--- src/verilog/eeprom_pkg.sv ---
package eeprom_pkg;

    localparam int NUM_CHAN = 2;
    localparam int CHAN_W   = 1;
    localparam int ADDR_W   = 11;
    localparam int DATA_W   = 8;

    localparam logic [3:0] DEVICE_CODE = 4'b1010;

    localparam int QUARTER = 2;                // CLK cycles per quarter scl period
    localparam int QCNT_W  = $clog2(QUARTER);

    // one-hot phase bit positions of the bus controller
    localparam int P_IDLE    = 0;
    localparam int P_START   = 1;
    localparam int P_CTRL_WR = 2;
    localparam int P_ADDR    = 3;
    localparam int P_DATA    = 4;
    localparam int P_RSTART  = 5;
    localparam int P_CTRL_RD = 6;
    localparam int P_DATA_RD = 7;
    localparam int P_STOP    = 8;
    localparam int P_DONE    = 9;
    localparam int NUM_PHASE = 10;

    typedef struct packed {
        logic              write;
        logic [CHAN_W-1:0] chan;
        logic [ADDR_W-1:0] addr;
        logic [DATA_W-1:0] data;
    } eeprom_req_t;

    typedef struct packed {
        logic              write;
        logic [ADDR_W-1:0] addr;
        logic [DATA_W-1:0] data;
    } ctrl_req_t;

    typedef struct packed {
        logic [DATA_W-1:0] data;
        logic              nack;
    } ctrl_rsp_t;

    typedef struct packed {
        logic [CHAN_W-1:0] chan;
        logic              write;
        logic [DATA_W-1:0] data;
        logic              nack;
    } eeprom_rsp_t;

endpackage

--- src/verilog/i2c_eeprom_ctrl.sv ---
`timescale 1ns/1ps
module i2c_eeprom_ctrl (
    input  logic                  CLK,
    input  logic                  RESET,
    input  logic                  start,
    input  eeprom_pkg::ctrl_req_t req,
    output logic                  done,
    output eeprom_pkg::ctrl_rsp_t rsp,
    output logic                  scl,
    output logic                  sda_low,
    input  logic                  sda_in
);
    import eeprom_pkg::*;

    logic [NUM_PHASE-1:0] st;
    logic [NUM_PHASE-1:0] st_nxt;
    logic [QCNT_W-1:0]    qcnt;
    logic [1:0]           q;        // quarter within the scl period
    logic [3:0]           bcnt;     // bit slot within a byte, 8 is the ack
    logic [DATA_W-1:0]    tx_sh;
    logic [DATA_W-1:0]    rx_sh;
    logic                 ack_hi;   // ninth bit as sampled, high means nack
    ctrl_req_t            req_q;
    logic                 tick;
    logic                 samp;
    logic                 ph_end;
    logic                 tx_ph;
    logic                 byte_ph;
    logic                 last_bit;

    function automatic logic [NUM_PHASE-1:0] ph(input int idx);
        ph      = '0;
        ph[idx] = 1'b1;
    endfunction

    assign tick     = (qcnt == QCNT_W'(QUARTER - 1));
    assign samp     = tick && (q == 2'd2);     // middle of scl high
    assign ph_end   = tick && (q == 2'd3);
    assign tx_ph    = st[P_CTRL_WR] | st[P_ADDR] | st[P_DATA] | st[P_CTRL_RD];
    assign byte_ph  = tx_ph | st[P_DATA_RD];
    assign last_bit = (bcnt == 4'd8);
    assign done     = st[P_DONE];

    // bus waveform per phase and quarter
    always_comb
    begin
        scl     = 1'b1;
        sda_low = 1'b0;
        if (st[P_START])
        begin
            scl     = (q != 2'd3);
            sda_low = (q != 2'd0);          // falls in q1 with scl high
        end
        else if (st[P_RSTART])
        begin
            scl     = (q == 2'd1) || (q == 2'd2);
            sda_low = q[1];                 // falls in q2 with scl high
        end
        else if (st[P_STOP])
        begin
            scl     = (q != 2'd0);
            sda_low = !q[1];                // rises in q2 with scl high
        end
        else if (byte_ph)
        begin
            scl     = (q == 2'd1) || (q == 2'd2);
            sda_low = tx_ph && !last_bit && !tx_sh[DATA_W-1];
        end
    end

    always_comb
    begin
        st_nxt = st;
        if (st[P_IDLE] && start)
        begin
            st_nxt = ph(P_START);
        end
        else if (st[P_START] && ph_end)
        begin
            st_nxt = ph(P_CTRL_WR);
        end
        else if (st[P_RSTART] && ph_end)
        begin
            st_nxt = ph(P_CTRL_RD);
        end
        else if (byte_ph && ph_end && last_bit)
        begin
            if (tx_ph && ack_hi)
            begin
                st_nxt = ph(P_STOP);        // slave did not acknowledge
            end
            else if (st[P_CTRL_WR])
            begin
                st_nxt = ph(P_ADDR);
            end
            else if (st[P_ADDR])
            begin
                st_nxt = req_q.write ? ph(P_DATA) : ph(P_RSTART);
            end
            else if (st[P_CTRL_RD])
            begin
                st_nxt = ph(P_DATA_RD);
            end
            else
            begin
                st_nxt = ph(P_STOP);
            end
        end
        else if (st[P_STOP] && ph_end)
        begin
            st_nxt = ph(P_DONE);
        end
        else if (st[P_DONE])
        begin
            st_nxt = ph(P_IDLE);
        end
    end

    always_ff @(posedge CLK)
    begin
        if (RESET)
        begin
            st   <= ph(P_IDLE);
            qcnt <= '0;
            q    <= 2'd0;
            bcnt <= 4'd0;
        end
        else
        begin
            st <= st_nxt;
            if (st[P_IDLE] || st[P_DONE])
            begin
                qcnt <= '0;
                q    <= 2'd0;
                bcnt <= 4'd0;
            end
            else
            begin
                qcnt <= tick ? '0 : qcnt + 1'b1;
                if (tick)
                    q <= q + 2'd1;
                if (byte_ph && ph_end)
                    bcnt <= last_bit ? 4'd0 : bcnt + 4'd1;
            end
        end
    end

    // shifters and response
    always_ff @(posedge CLK)
    begin
        if (st[P_IDLE] && start)
        begin
            req_q <= req;
            rsp   <= '0;
        end

        if (st[P_START] && ph_end)
            tx_sh <= {DEVICE_CODE, req_q.addr[ADDR_W-1:DATA_W], 1'b0};
        else if (st[P_RSTART] && ph_end)
            tx_sh <= {DEVICE_CODE, req_q.addr[ADDR_W-1:DATA_W], 1'b1};
        else if (byte_ph && ph_end && last_bit)
            tx_sh <= st[P_CTRL_WR] ? req_q.addr[DATA_W-1:0] : req_q.data;
        else if (tx_ph && ph_end)
            tx_sh <= {tx_sh[DATA_W-2:0], 1'b0};

        if (samp && last_bit)
            ack_hi <= sda_in;
        if (samp && st[P_DATA_RD] && !last_bit)
            rx_sh <= {rx_sh[DATA_W-2:0], sda_in};   // msb first

        if (tx_ph && ph_end && last_bit && ack_hi)
            rsp.nack <= 1'b1;
        if (st[P_DATA_RD] && ph_end && last_bit)
            rsp.data <= rx_sh;
    end

    a_idle_released: assert property (
        @(posedge CLK) disable iff (RESET)
        st[P_IDLE] |-> (scl && !sda_low))
        else $error("bus not released while idle");

    a_start_idle: assert property (
        @(posedge CLK) disable iff (RESET)
        start |-> st[P_IDLE])
        else $error("start during a transaction");

endmodule

--- src/verilog/req_dispatch.sv ---
`timescale 1ns/1ps
module req_dispatch (
    input  logic                                CLK,
    input  logic                                RESET,
    input  logic                                req_valid,
    input  eeprom_pkg::eeprom_req_t             req,
    input  logic [eeprom_pkg::NUM_CHAN-1:0]     done,
    output logic [eeprom_pkg::NUM_CHAN-1:0]     start,
    output eeprom_pkg::ctrl_req_t               ctrl_req,
    output logic [eeprom_pkg::NUM_CHAN-1:0]     busy,
    output logic [eeprom_pkg::NUM_CHAN-1:0]     write_tag
);
    import eeprom_pkg::*;

    logic [NUM_CHAN-1:0] sel;

    // channel decode
    always_comb
    begin
        sel = '0;
        if (req_valid)
            sel = NUM_CHAN'(1) << req.chan;
    end

    always_ff @(posedge CLK)
    begin
        if (RESET)
        begin
            start <= '0;
            busy  <= '0;
        end
        else
        begin
            start <= sel;
            busy  <= (busy | sel) & ~done;
        end
    end

    // broadcast request, only the started channel latches it
    always_ff @(posedge CLK)
    begin
        if (req_valid)
            ctrl_req <= '{write: req.write, addr: req.addr, data: req.data};
        for (int i = 0; i < NUM_CHAN; i++)
        begin
            if (sel[i])
                write_tag[i] <= req.write;
        end
    end

    a_no_busy_target: assert property (
        @(posedge CLK) disable iff (RESET)
        req_valid |-> !busy[req.chan])
        else $error("request aimed at a busy channel");

endmodule

--- src/verilog/rsp_collect.sv ---
`timescale 1ns/1ps
module rsp_collect (
    input  logic                                             CLK,
    input  logic                                             RESET,
    input  logic [eeprom_pkg::NUM_CHAN-1:0]                  done,
    input  eeprom_pkg::ctrl_rsp_t [eeprom_pkg::NUM_CHAN-1:0] ctrl_rsp,
    input  logic [eeprom_pkg::NUM_CHAN-1:0]                  write_tag,
    output logic                                             rsp_valid,
    output eeprom_pkg::eeprom_rsp_t                          rsp
);
    import eeprom_pkg::*;

    logic [NUM_CHAN-1:0]      pend;
    logic [NUM_CHAN-1:0]      grant;
    ctrl_rsp_t [NUM_CHAN-1:0] slot;
    logic [NUM_CHAN-1:0]      slot_wr;  // write flag captured with the response
    logic [CHAN_W-1:0]        sel;

    // lowest pending channel wins
    always_comb
    begin
        sel = '0;
        for (int i = NUM_CHAN - 1; i >= 0; i--)
        begin
            if (pend[i])
                sel = CHAN_W'(i);
        end
        grant = pend & (~pend + NUM_CHAN'(1));
    end

    assign rsp_valid = |pend;
    assign rsp.chan  = sel;
    assign rsp.write = slot_wr[sel];
    assign rsp.data  = slot[sel].data;
    assign rsp.nack  = slot[sel].nack;

    always_ff @(posedge CLK)
    begin
        if (RESET)
            pend <= '0;
        else
            pend <= (pend & ~grant) | done;
    end

    always_ff @(posedge CLK)
    begin
        for (int i = 0; i < NUM_CHAN; i++)
        begin
            if (done[i])
            begin
                slot[i]    <= ctrl_rsp[i];
                slot_wr[i] <= write_tag[i];
            end
        end
    end

    a_no_overwrite: assert property (
        @(posedge CLK) disable iff (RESET)
        (done & pend) == '0)
        else $error("completion on a channel with a pending response");

endmodule

--- src/verilog/eeprom_bus_top.sv ---
`timescale 1ns/1ps
module eeprom_bus_top (
    input  logic                            CLK,
    input  logic                            RESET,
    input  logic                            req_valid,
    input  eeprom_pkg::eeprom_req_t         req,
    output logic [eeprom_pkg::NUM_CHAN-1:0] busy,
    output logic                            rsp_valid,
    output eeprom_pkg::eeprom_rsp_t         rsp,
    output logic [eeprom_pkg::NUM_CHAN-1:0] scl,
    output logic [eeprom_pkg::NUM_CHAN-1:0] sda_low,
    input  logic [eeprom_pkg::NUM_CHAN-1:0] sda_in
);
    import eeprom_pkg::*;

    logic [NUM_CHAN-1:0]      start;
    logic [NUM_CHAN-1:0]      done;
    logic [NUM_CHAN-1:0]      write_tag;
    ctrl_req_t                ctrl_req;
    ctrl_rsp_t [NUM_CHAN-1:0] ctrl_rsp;

    req_dispatch req_dispatch_inst (
        .CLK       (CLK),
        .RESET     (RESET),
        .req_valid (req_valid),
        .req       (req),
        .done      (done),
        .start     (start),
        .ctrl_req  (ctrl_req),
        .busy      (busy),
        .write_tag (write_tag)
    );

    // one bus controller per channel
    for (genvar i = 0; i < NUM_CHAN; i++)
    begin : g_chan
        i2c_eeprom_ctrl i2c_eeprom_ctrl_inst (
            .CLK     (CLK),
            .RESET   (RESET),
            .start   (start[i]),
            .req     (ctrl_req),
            .done    (done[i]),
            .rsp     (ctrl_rsp[i]),
            .scl     (scl[i]),
            .sda_low (sda_low[i]),
            .sda_in  (sda_in[i])
        );
    end

    rsp_collect rsp_collect_inst (
        .CLK       (CLK),
        .RESET     (RESET),
        .done      (done),
        .ctrl_rsp  (ctrl_rsp),
        .write_tag (write_tag),
        .rsp_valid (rsp_valid),
        .rsp       (rsp)
    );

endmodule

--- config.mk ---
export PLATFORM = sky130hd
export DESIGN_NAME = eeprom_bus_top
export DESIGN_NICKNAME = d
export VERILOG_FILES = /design/src/verilog/eeprom_pkg.sv /design/src/verilog/i2c_eeprom_ctrl.sv /design/src/verilog/req_dispatch.sv /design/src/verilog/rsp_collect.sv /design/src/verilog/eeprom_bus_top.sv
export SDC_FILE = /design/constraint.sdc
export NUM_CORES = 1
export LEC_CHECK = 0
export CAP_MARGIN = 25
export CORE_AREA = 2 2 139 141
export CTS_CLUSTER_SIZE = 30
export DETAILED_ROUTE_END_ITERATION = 10
export DIE_AREA = 0 0 141 143
export DONT_BUFFER_PORTS = 1
export HOLD_SLACK_MARGIN = 0.08
export PLACE_DENSITY = 0.53
export SYNTH_ARGS = -nofsm -noshare
export SYNTH_HDL_FRONTEND = slang
export SYNTH_HIERARCHICAL = 1
export SYNTH_SLANG_ARGS = --single-unit
--- constraint.sdc ---
create_clock -name CLK -period 2.2 [get_ports CLK]
set_input_delay 0 -clock CLK [delete_from_list [all_inputs] [get_ports CLK]]
set_output_delay 0 -clock CLK [all_outputs]
set_load 0.005 [all_outputs]
After elaboration in Yosys (flattened, before gate mapping):

Index checks and enable logic that the tools add are counted.

* word-level logic and storage cells: 225
* RAM bits: 0
* input bits: 26
* bits in read-only memories: 0
* memories: 0
* bits in latches: 0
* register bits: 174
* output and inout bits: 18

* divide/modulo/power cells: 0
* shift-type cells: 1
* $lt $le $gt $ge: 1
* bitwise logic cells: 16
* mux-type cells: 61
* reduce and logical (&&, ||, !) cells: 79
* multiply operators: 0
* add/sub/neg operators: 7
* equal/unequal tests: 10

Operators with widths (count)
* 2-to-1 mux 10 bit: 10
* 2-to-1 mux 9 bit: 8
* 2-to-1 mux 8 bit: 8
* logical AND 1 bit: 38
* 2-to-1 mux 4 bit: 6
* 2-to-1 mux 1 bit: 20
* nonzero test 4 bit: 4
* 2-to-1 mux 7 bit: 2
* OR reduction 2 bit: 7
* 2-to-1 mux 6 bit: 2
* nonzero test 2 bit: 6
* nonzero test 3 bit: 4
* nonzero test 6 bit: 2
* OR reduction 3 bit: 4
* nonzero test 5 bit: 2
* adder 4 x 1 -> 4 bit (second input constant): 2
* == test 2 bit (second input constant): 4
* == test 4 bit (second input constant): 2
* OR 1 bit: 8
* OR reduction 4 bit: 2
* adder 2 x 1 -> 2 bit (second input constant): 3
* AND 2 bit: 3
* logical NOT 1 bit: 6
* 2-to-1 mux 2 bit: 3
* 9 further kinds: 19

Longest topological paths before layout:

Gate-level depths: netlist of run 1.

* word-level depth: 10
* mapped depth: 9
* mapped depth without buffers: 6

By module:

Netlist of run 1, hierarchy kept.

By module, submodules not included
* i2c_eeprom_ctrl: area an instance 2681.3 um^2, cells each 218, sequential area each 1661.6 um^2, times used 2
* rsp_collect: area an instance 844.6 um^2, cells each 40, sequential area each 640.6 um^2, times used 1
* req_dispatch: area an instance 790.8 um^2, cells each 34, sequential area each 740.7 um^2, times used 1

Least setup slack after synthesis of run 1:

Ideal clock, no wire load.

* kind: register to register
* from: reg g_chan[0].i2c_eeprom_ctrl_inst.bcnt[0]
* to: reg g_chan[0].i2c_eeprom_ctrl_inst.tx_sh[1], enable pin
* required time: 1.920 ns
* period minus slack after synthesis: 1.931 ns
* library setup time: 0.280 ns
* cell stages (with the launch flop): 9
* data arrival time: 1.651 ns
* buffers on the path: 2
* setup slack: 0.269 ns
* cells stage by stage: dfxtp_1 inv_1 ha_1 and3b_1 clkbuf_1 and3_1 clkbuf_1 a21oi_1 nand2_1

* longest elaborated chain between the ends: 3

RTL lines
* start, declared: line i2c_eeprom_ctrl.sv:19 `logic [3:0] bcnt;`
* start signal, assigned: line i2c_eeprom_ctrl.sv:143 `bcnt <= last_bit ? 4'd0 : bcnt + 4'd1;`
* == test 4 bit: line i2c_eeprom_ctrl.sv:41 `assign last_bit = (bcnt == 4'd8);`
* logical AND 1 bit: line i2c_eeprom_ctrl.sv:161 `else if (byte_ph && ph_end && last_bit)`
* nonzero test 4 bit (no line)
* end signal, assigned: line i2c_eeprom_ctrl.sv:160 `tx_sh <= {DEVICE_CODE, req_q.addr[ADDR_W-1:DATA_W], 1'b1};`
* end signal, assigned: line i2c_eeprom_ctrl.sv:162 `tx_sh <= st[P_CTRL_WR] ? req_q.addr[DATA_W-1:0] : req_q.data;`
* end signal, assigned: line i2c_eeprom_ctrl.sv:164 `tx_sh <= {tx_sh[DATA_W-2:0], 1'b0};`
* end, declared: line i2c_eeprom_ctrl.sv:20 `logic [DATA_W-1:0] tx_sh;`

Every way passes these cells.
A chain may end at the register's enable or synchronous reset.

Final worst setup path of run 1:

* from: reg g_chan[1].i2c_eeprom_ctrl_inst.q[1]
* to: reg g_chan[1].i2c_eeprom_ctrl_inst.st[3]

* longest elaborated chain between the ends: 5
* elaborated cells on any way between the ends: 11
* those cells by class: eq/ne: 1; mux: 2; reduce/logical: 8

RTL lines
* start, declared: line i2c_eeprom_ctrl.sv:18 `logic [1:0] q;`
* start signal, assigned: line i2c_eeprom_ctrl.sv:141 `q <= q + 2'd1;`
* == test 2 bit (*): line i2c_eeprom_ctrl.sv:38 `assign ph_end = tick && (q == 2'd3);`
* logical AND 1 bit (*): line i2c_eeprom_ctrl.sv:38
* logical AND 1 bit (on tied branches): line i2c_eeprom_ctrl.sv:109, i2c_eeprom_ctrl.sv:86
* 2-to-1 mux 10 bit / logical AND 1 bit (equally long branches): line i2c_eeprom_ctrl.sv:109, i2c_eeprom_ctrl.sv:86
* 2-to-1 mux 10 bit / nonzero test 3 bit (equally long branches)
* end signal, assigned: line i2c_eeprom_ctrl.sv:123 `st <= ph(P_IDLE);`
* end signal, assigned: line i2c_eeprom_ctrl.sv:130 `st <= st_nxt;`
* end, declared: line i2c_eeprom_ctrl.sv:15 `logic [NUM_PHASE-1:0] st;`

Every way passes the cells marked *; elsewhere a longest branch is shown, timed or not.

==> results of run 1 <==
==> state kept, by name (all words and copies together), names as in the netlist, 4 cells and up <==
register                           flops
g_chan.i2c_eeprom_ctrl_inst/bcnt       8
g_chan.i2c_eeprom_ctrl_inst/rsp       18
g_chan.i2c_eeprom_ctrl_inst/q          4
g_chan.i2c_eeprom_ctrl_inst/st        20
rsp_collect_inst/slot                 18
g_chan.i2c_eeprom_ctrl_inst/tx_sh     16
req_dispatch_inst/ctrl_req            20
g_chan.i2c_eeprom_ctrl_inst/req_q     40
g_chan.i2c_eeprom_ctrl_inst/rx_sh     16
==> metal layers <==
metal  wire length [um]  vias to the layer above  global-route usage
met4                230                        0              0.0642
met5                  0                        -                   0
li1                   -                     1964                   -
met1               5750                     1964               0.169
met2               6440                       89               0.220
met3                544                       15              0.0359
==> placed cells by master, fill, tap and decap left out, types with 6 or more instances in the layout <==
master | Yosys | final
edfxtp_1 | 122 | 122
dfxtp_1 | 52 | 52
nand2_1 | 35 | 35
nor2_1 | 27 | 27
dlygate4sd3_1 | 0 | 26
a21oi_1 | 24 | 24
and2_1 | 21 | 21
nand3_1 | 18 | 18
clkbuf_16 | 0 | 17
inv_1 | 17 | 17
buf_4 | 5 | 16
nor2b_1 | 14 | 14
o31ai_1 | 14 | 14
a211oi_1 | 10 | 10
o21ai_0 | 10 | 10
mux2i_1 | 10 | 10
ha_1 | 10 | 10
mux2_4 | 9 | 9
nand4_1 | 8 | 8
mux2_2 | 7 | 7
nor3_2 | 6 | 6
==> cell families after synthesis <==
| kind of cell | after synthesis | share of synthesized area |
|---|---|---|
| flops | 174 | 0.672 |
| simple gates | 164 | 0.132 |
| compound gates | 87 | 0.0883 |
| buf+inv | 43 | 0.0375 |
| mux | 26 | 0.0449 |
| fa+ha+maj | 10 | 0.0179 |
| xor+xnor | 6 | 0.00751 |
==> area by class of cell <==
cell class,count,area (sq um)
clock buffers,18,439
well taps,234,293
multi-input cells,293,2030
flip-flops and latches,174,4700
repair buffers,43,395
clock inverters,14,134
fillers,1688,10500
inverters,17,63.8
==> synth_stat cells, drive strengths merged, types with 3 or more instances <==
cell type / n / share of area
or3: 4 / 0.0036
a31oi: 4 / 0.0036
nand3b: 4 / 0.0043
nor3: 9 / 0.011
a211oi: 10 / 0.011
clkbuf: 10 / 0.0054
nor4b: 3 / 0.0038
and3: 4 / 0.0036
o31ai: 14 / 0.015
nand2: 35 / 0.019
and2: 21 / 0.019
mux2: 16 / 0.031
nand4: 8 / 0.0072
dfxtp: 52 / 0.15
o21ai: 12 / 0.0086
inv: 17 / 0.0091
nor2: 27 / 0.014
nand3: 20 / 0.016
o211ai: 4 / 0.0082
edfxtp: 122 / 0.52
nor2b: 15 / 0.014
nand2b: 3 / 0.0038
xnor2: 4 / 0.0050
a21oi: 24 / 0.017
ha: 10 / 0.018
buf: 16 / 0.023
mux2i: 10 / 0.014
==> path summary, 6_finish.rpt <==
path / startpoint / end
worst max-delay path: g_chan[1].i2c_eeprom_ctrl_inst/q[1]$_SDFFE_PP0P_ / g_chan[1].i2c_eeprom_ctrl_inst/st[3]$_SDFFE_PP0P_
worst min-delay path: req[4] / req_dispatch_inst/ctrl_req[4]$_DFFE_PP_
worst max register to register: g_chan[1].i2c_eeprom_ctrl_inst/q[1]$_SDFFE_PP0P_ / g_chan[1].i2c_eeprom_ctrl_inst/st[3]$_SDFFE_PP0P_
worst min register to register: g_chan[1].i2c_eeprom_ctrl_inst/rsp[6]$_DFFE_PP_ / rsp_collect_inst/slot[15]$_DFFE_PP_
==> power by group through the flow <==
stage               registers, uW  logic [uW]  clock network, uW
global route                 3620         136               3090
floorplan                    3660        50.7                  0
CTS                          3610         120               2970
global placement             3680        68.2                  0
detailed placement           3680        70.3                  0
finish                       3610         123               2880
==> through the flow <==
step / setup WS (ns) / power, uW
detailed placement: 0.134 / 3750
finish: 0.157 / 6610
floorplan: 0.269 / 3710
global placement: 0.265 / 3750
global route: 0.00118 / 6850
CTS: 0.140 / 6700
==> worst reg2reg max path: stages, from the launching register on <==
cell and delay, ns:
dfxtp_1 0.40, ha_1 0.20, and2_1 0.35, o211a_1 0.56
buf_4 0.23, nand3b_1 0.08, a21oi_1 0.15
==> what timing repair did <==
action / CTS / global route
hold buffers: 26 / 0
hold endpoints to repair: 82 / 0
resized for setup: 0 / 1
setup endpoints to repair: 0 / 2
==> flow_metrics.tcl, run 1 <==
set metrics [dict create \
    grt.total_usage 0.135 \
    cap_violations 0 \
    cts_made_buffers 17 \
    coreArea_sq_um 18600 \
    cts.sinks 174 \
    pwr-share-comb 0.019 \
    die_x_um 141 \
    wl_per_cell_um 16.3 \
    max_stage_delay_ns 0.56 \
    p_switching_uw 1380 \
    setup_violations 0 \
    grt_max_degree 23 \
    synth_edf_count 122 \
    critPathBufInv 1 \
    hold_depth 1 \
    pwr-share-seq 0.546 \
    hpwlAfterDp_um 8680 \
    io_pins 44 \
    worst_pin_slew_ns 0.768 \
    antenna_found_initial 0 \
    drtIter0Drc 205 \
    ys_async_sr_fraction 0 \
    grt_pass1_vias 4020 \
    slew_headroom 0.482 \
    htree_levels 4 \
    irDropWorstVdd_uv 597 \
    hold_viol_final 0 \
    crit_cells 6 \
    die_area_sq_um 20200 \
    die_height_um 143 \
    clock_skew_ns 0.00683 \
    insertion_delay_ns 0.42 \
    antenna_cells 0 \
    slew_violations 0 \
    final_antenna_net_count 0 \
    p_per_area_nw_per_um2 821 \
    min_period_ns 2.04 \
    clkPwrFrac 0.436 \
    yosysSeqAreaShare 0.672 \
    vias_per_cell 5.08 \
    grt_overflow 0 \
    fmaxAchievable_mhz 489 \
    min_path_type "primary input to flip-flop" \
    io_buffers 0 \
    swShare 0.208 \
    fin_crit_sh 0.929 \
    rows 50 \
    finalNonFillerCells 793 \
    critical_path.top_delay_family "compound AO/OA/AOI/OAI gates" \
    syn_area_per_cell_sq_um 13.7 \
    tns_ns 0 \
    status "finished clean" \
    drive_above_1_share 0.152 \
    r2r_cells 6 \
    worstPathArrival_ns 2.39 \
    grt_setup_unrepaired "false" \
    vias 4032 \
    nets 582 \
    whs_ns 0.204 \
    power.internal_uw 5240 \
    root_buffer "clkbuf_16" \
    finish.instance_area_sq_um 8060 \
    floorplan.initialDensity 0.377 \
    cpMaxStageDelayCell "o211a_1" \
    ff2ff_setup_slack_ns 0.16 \
    syn-num-nets 546 \
    cts_tree "done" \
    dpl_cell_area_sq_um 7210 \
    cts_buffer_depth 2 \
    p_leak_uw 0.00278 \
    path_class "flip-flop to flip-flop" \
    crit_path_end_kind "flip-flop" \
    critical_path_required_ns 2.55 \
    finish.utilization 0.434 \
    synthFlopType "edfxtp_1" \
    route.detailed.drc 0 \
    start_kind "flip-flop" \
    syn_area_sq_um 7000 \
    cp_cell_sequence "ha_1 -> and2_1 -> o211a_1 -> buf_4 -> nand3b_1 -> a21oi_1" \
    dp.cells 734 \
    routabilityCongestion 0.864 \
    drt_wl_total_um 13000 \
    yosysWarnings 6 \
    path_clk_slew_ns 0.07 \
    grt_pass1_wl_um 20800 \
    area_growth_pct 15.2 \
    crit_fanout 13 \
    synthCells 510 \
    yosysUniqueCellTypes 53 \
    first_pass_iters 5 \
    ys_ff_latch 174 \
    postCtsSetupBuffers 0 \
]
Power figures use the tool's default switching activity.
==> run 2: changes to the inputs <==
--- a/config.mk
+++ b/config.mk
@@ -15,2 +15,3 @@
 export PLACE_DENSITY = 0.53
+export SLEW_MARGIN = 10
 export SYNTH_ARGS = -nofsm -noshare
--- a/constraint.sdc
+++ b/constraint.sdc
@@ -3,2 +3,2 @@
 set_output_delay 0 -clock CLK [all_outputs]
-set_load 0.005 [all_outputs]
+set_load 0.1 [all_outputs]
==> flow_metrics.tcl, run 2 (same netlist as run 1, synthesis figures left out) <==
set metrics [dict create \
    status "finished clean" \
    critical_path_required_ns 2.20 \
    fmaxAchievable_mhz 479 \
    hold_start "req[15]" \
    top_layer "met4" \
    fin_crit_sh 0.950 \
    vias_per_cell 5.07 \
    io_buffers 0 \
    final_antenna_net_count 0 \
    slew_headroom 0.450 \
    layout_commonest_cell "edfxtp_1" \
    p_leak_uw 0.00281 \
    wl_per_cell_um 16.4 \
    start_kind "flip-flop" \
    grt_pass1_wl_um 21400 \
    io_pins 44 \
    top_regs "g_chan.i2c_eeprom_ctrl_inst/req_q x40, g_chan.i2c_eeprom_ctrl_inst/st x20, req_dispatch_inst/ctrl_req x20" \
    vias 4065 \
    die_area_sq_um 20200 \
    htree_levels 4 \
    grt_max_degree 23 \
    seq_area_sq_um 4700 \
    first_pass_iters 4 \
    die_x_um 141 \
    min_period_ns 2.09 \
    tns_ns 0 \
    cap_violations 0 \
    top_register "g_chan.i2c_eeprom_ctrl_inst/req_q" \
    route.detailed.drc 0 \
    irDropWorstVdd_uv 547 \
    layout_common_cells "edfxtp_1, dfxtp_1, nand2_1, nor2_1, dlygate4sd3_1" \
    cts.sinks 174 \
    coreArea_sq_um 18600 \
    grt_overflow 0 \
    cts_buffer_depth 2 \
    root_buffer "clkbuf_16" \
    finalNonFillerCells 802 \
    fill_cells 1688 \
    rows 50 \
    drt_wl_total_um 13200 \
    insertion_delay_ns 0.42 \
    dr_wl_met2_um 6660 \
    multi_input_area_sq_um 2080 \
    path_class "flip-flop to primary output" \
    cts_tree "done" \
    largest_reg_flops 40 \
    drive_above_1_share 0.168 \
    hpwlAfterDp_um 9010 \
    area_growth_pct 16.6 \
    path_clk_slew_ns 0.07 \
    setup_violations 0 \
    slew_violations 0 \
    routabilityCongestion 0.818 \
    antenna_found_initial 0 \
    wl_met3_um 500 \
    nets 589 \
    cts_made_buffers 17 \
    p_per_area_nw_per_um2 820 \
    route.layer.met1.wl_um 5750 \
    die_height_um 143 \
    floorplan.initialDensity 0.377 \
    crit-reg2reg-launch "g_chan[0].i2c_eeprom_ctrl_inst/q[1]$_SDFFE_PP0P_" \
    hold_viol_final 0 \
    clock_skew_ns 0.00988 \
    crit_fanout 9 \
    worst_pin_slew_ns 0.824 \
    grt_setup_unrepaired "false" \
    min_path_type "primary input to flip-flop" \
    worstPathArrival_ns 2.09 \
    crit_path_end_kind "primary output" \
    grt_pass1_vias 4187 \
    p_total_uw 6690 \
    dp.cells 741 \
    postCtsSetupBuffers 0 \
    crit_path_start "g_chan[0].i2c_eeprom_ctrl_inst/st[3]$_SDFFE_PP0P_" \
    grt.total_usage 0.139 \
    whs_ns 0.197 \
    drtIter0Drc 152 \
]
## run 2: cell types whose count changed in the layout (fill, tap and decap cells not counted), moves of 2 or more
cell / previous run / this run
clkinv_4: 3 / 1
buf_4: 16 / 23
clkinv_2: 3 / 1
o21ai_4: 0 / 2
o21ai_0: 10 / 8
o22ai_2: 0 / 2
o22ai_1: 2 / 0
inv_8: 2 / 0
clkbuf_1: 0 / 2
diode_2: 0 / 2
clkinvlp_4: 3 / 6
## run 2: final cells by class
cell class / instances / area share
diodes: 2 / 0.000613
flip-flops and latches: 174 / 0.576
multi-input cells: 293 / 0.254
inverters: 17 / 0.00782
repair buffers: 50 / 0.0549
clock inverters: 13 / 0.0172
clock buffers: 19 / 0.0530
well taps: 234 / 0.0359
## run 2: worst paths after layout
check / end / cells after the start / slack, ns
setup / recovery: sda_low[0] / 4 / 0.11
hold / removal: req_dispatch_inst/ctrl_req[15]$_DFFE_PP_ / 1 / 0.20
setup reg to reg: g_chan[0].i2c_eeprom_ctrl_inst/tx_sh[3]$_DFFE_PP_ / 5 / 0.18
hold reg to reg: rsp_collect_inst/slot_wr[1]$_DFFE_PP_ / 0 / 0.42
## run 2: per-layer routing
layer	GRT usage	vias up
met2	0.238	81
li1	-	1976
met3	0.0376	15
met5	0	-
met4	0.0632	0
met1	0.166	1993
## run 2: worst max-delay path, cell delays in order (launching register included)
cell and delay [ns]:
dfxtp_1 0.35, or4_4 0.63, a311oi_1 0.29, a211o_1 0.18, o21ai_4 0.21
## run 2: metrics by stage
stage	utilization	cell area (sq um)	setup slack, ns
after floorplan	-	7010	0.192
after global placement	0.392	7280	0.234
after detailed placement	0.392	7280	0.108
after CTS	0.437	8130	0.0194
after global routing	0.439	8160	0.00492
final	0.439	8160	0.110
## run 2: repair_timing
| item | CTS | global route |
|---|---|---|
| endpoints found under the hold margin | 86 | 0 |
| hold buffers | 26 | 0 |
| setup endpoints to repair | 1 | 9 |
| resized for setup | 1 | 4 |
## run 2: power by group
group,switching [uW],total [uW],internal [uW]
Sequential,36.9,3610,3570
Combinational,101,166,65.4
Clock,1250,2920,1670
Total,1390,6690,5310
==> run 3: changes to the inputs <==
Settings changed: ABC_AREA set to 1, CORE_AREA 2 2 139 141 to 2 2 140 142, DIE_AREA 0 0 141 143 to 0 0 142 144.
==> flow_metrics.tcl, run 3 <==
set metrics [dict create \
    post-place-ws_ns 0.349 \
    p_leak_uw 0.00343 \
    path_clk_slew_ns 0.07 \
    area_growth_pct 17.6 \
    grt_max_degree 22 \
    hold_viol_final 0 \
    floorplan.initialDensity 0.372 \
    hpwlAfterDp_um 10000 \
    io_pins 44 \
    critical_path_required_ns 2.20 \
    vias_per_cell 4.82 \
    fin_crit_sh 0.927 \
    grt_setup_unrepaired "false" \
    final_antenna_net_count 0 \
    top_regs "g_chan.i2c_eeprom_ctrl_inst/req_q x40, g_chan.i2c_eeprom_ctrl_inst/st x20, req_dispatch_inst/ctrl_req x20" \
    slew_headroom 0.373 \
    rows 51 \
    grt.total_usage 0.148 \
    io_buffers 0 \
    die_x_um 142 \
    synthTopCellsByArea "edfxtp_1, dfxtp_1, nand2_1" \
    syn_area_per_cell_sq_um 10.8 \
    irDropWorstVdd_uv 584 \
    min_path_type "primary input to flip-flop" \
    max_stage_delay_ns 0.43 \
    synth_edf_count 122 \
    dpl_cell_area_sq_um 7500 \
    cts_made_buffers 17 \
    die_height_um 144 \
    worst_pin_slew_ns 0.937 \
    cts_tree "done" \
    ys_top_cells_by_count "nand2_1, edfxtp_1, inv_1, nand3_1, dfxtp_1" \
    cpMaxStageDelayCell "dfxtp_1" \
    crit_path_end_kind "primary output" \
    clock_skew_ns 0.0103 \
    yosysUniqueCellTypes 32 \
    die_area_sq_um 20400 \
    vias 4674 \
    routabilityCongestion 0.859 \
    htree_levels 4 \
    drt_wl_total_um 14100 \
    synthMostInstantiatedCell "nand2_1" \
    grt_overflow 0 \
    insertion_delay_ns 0.43 \
    tns_ns 0 \
    synth.top_cell.area_share 0.515 \
    yosysSeqAreaShare 0.662 \
    p_per_area_nw_per_um2 798 \
    path_class "flip-flop to primary output" \
    drtIter0Drc 313 \
    syn_area_sq_um 7110 \
    slew_violations 0 \
    nets 755 \
    critPathBufInv 0 \
    cts.sinks 174 \
    antenna_found_initial 0 \
    grt_pass1_wl_um 23300 \
    ys_async_sr_fraction 0 \
    syn-num-nets 697 \
    cts_buffer_depth 2 \
    first_pass_iters 5 \
    yosysTopAreaCell "edfxtp_1" \
    status "finished clean" \
    yosysWarnings 6 \
    coreArea_sq_um 19100 \
    synthFlopType "edfxtp_1" \
    critical_path.top_delay_family "simple AND/OR/NAND/NOR gates" \
    synthCells 661 \
    largest_reg_flops 40 \
    setup_ws_ns 0.161 \
    min_period_ns 2.04 \
    antenna_cells 0 \
    drive_above_1_share 0.131 \
    setup_violations 0 \
    layout_commonest_cell "nand2_1" \
    crit_fanout 13 \
    grt_pass1_vias 4733 \
    layout_common_cells "nand2_1, edfxtp_1, inv_1, nand3_1, dfxtp_1" \
    cap_violations 0 \
    worstPathArrival_ns 2.04 \
    top_register "g_chan.i2c_eeprom_ctrl_inst/req_q" \
    route.detailed.drc 0 \
    finish.instance_area_sq_um 8350 \
    ys_ff_latch 174 \
    fmaxAchievable_mhz 490 \
    p_total_uw 6670 \
    cp_cell_sequence "nor2_2 -> nand4_4 -> o21ai_0 -> nand3_1 -> o21ai_4" \
    root_buffer "clkbuf_16" \
    start_kind "flip-flop" \
    finish.utilization 0.438 \
    wl_per_cell_um 14.5 \
]
[run 3: cell count changes in the layout (fill, tap and decap cells not counted), sizes merged, moves of 14 or more]
cell / delta
mux2: -16
inv: +85
nand2: +113
nand4: +18
nor2b: -15
nor2: +26
o31ai: -14
and2: -21
nand3: +41
[run 3: cells by family (layout without fill, tap and decap cells)]
kind of cell,after synthesis,after routing,share of synthesized area
fa+ha+maj,10,10,0.0176
flops,174,174,0.662
xor+xnor,2,2,0.00247
compound gates,55,55,0.0408
simple gates,309,309,0.211
buf+inv,111,182,0.0665
[run 3: area by class of cell]
type / count / area, sq um
inverters: 101 / 383
flip-flops and latches: 174 / 4700
clock inverters: 14 / 133
clock buffers: 18 / 429
well taps: 238 / 298
repair buffers: 49 / 453
multi-input cells: 376 / 1950
fillers: 1777 / 10700
[run 3: power breakdown]
part	switching (uW)	internal (uW)	leakage, uW
clock	1300	1580	0.000270
combinational	122	63.8	0.00159
sequential	39.1	3570	0.00157
[run 3: stage by stage]
step,instances,hold slack [ns]
after global placement,911,0.0722
after CTS,969,0.169
after detailed placement,911,0.0763
after floorplan,661,0.0691
after global routing,970,0.184
final,970,0.194
[run 3: final timing paths]
check / endpoint / slack, ns / start / cells after the start
worst max-delay path: scl[1] / 0.16 / g_chan[1].i2c_eeprom_ctrl_inst/st[2]$_SDFFE_PP0P_ / 5
worst min-delay path: req_dispatch_inst/ctrl_req[16]$_DFFE_PP_ / 0.19 / req[16] / 1
worst max register to register: g_chan[1].i2c_eeprom_ctrl_inst/tx_sh[3]$_DFFE_PP_ / 0.33 / g_chan[1].i2c_eeprom_ctrl_inst/q[1]$_SDFFE_PP0P_ / 7
worst min register to register: rsp_collect_inst/slot_wr[1]$_DFFE_PP_ / 0.42 / req_dispatch_inst/write_tag[1]$_DFFE_PP_ / 0
[run 3: metal layers]
layer / vias to the layer above / wire length [um] / global-route usage / part of all wire
li1: 2345 / - / - / -
met3: 18 / 607 / 0.0341 / 0.043
met5: - / 0 / 0 / 0
met2: 120 / 7130 / 0.256 / 0.51
met4: 0 / 241 / 0.0611 / 0.017
met1: 2191 / 6090 / 0.178 / 0.43
[run 3: timing repair]
item	4_1_cts	5_1_grt
hold endpoints to repair	87	0
setup endpoints to repair	0	1
resized for setup	0	1
setup buffers	0	0
hold buffers	26	0
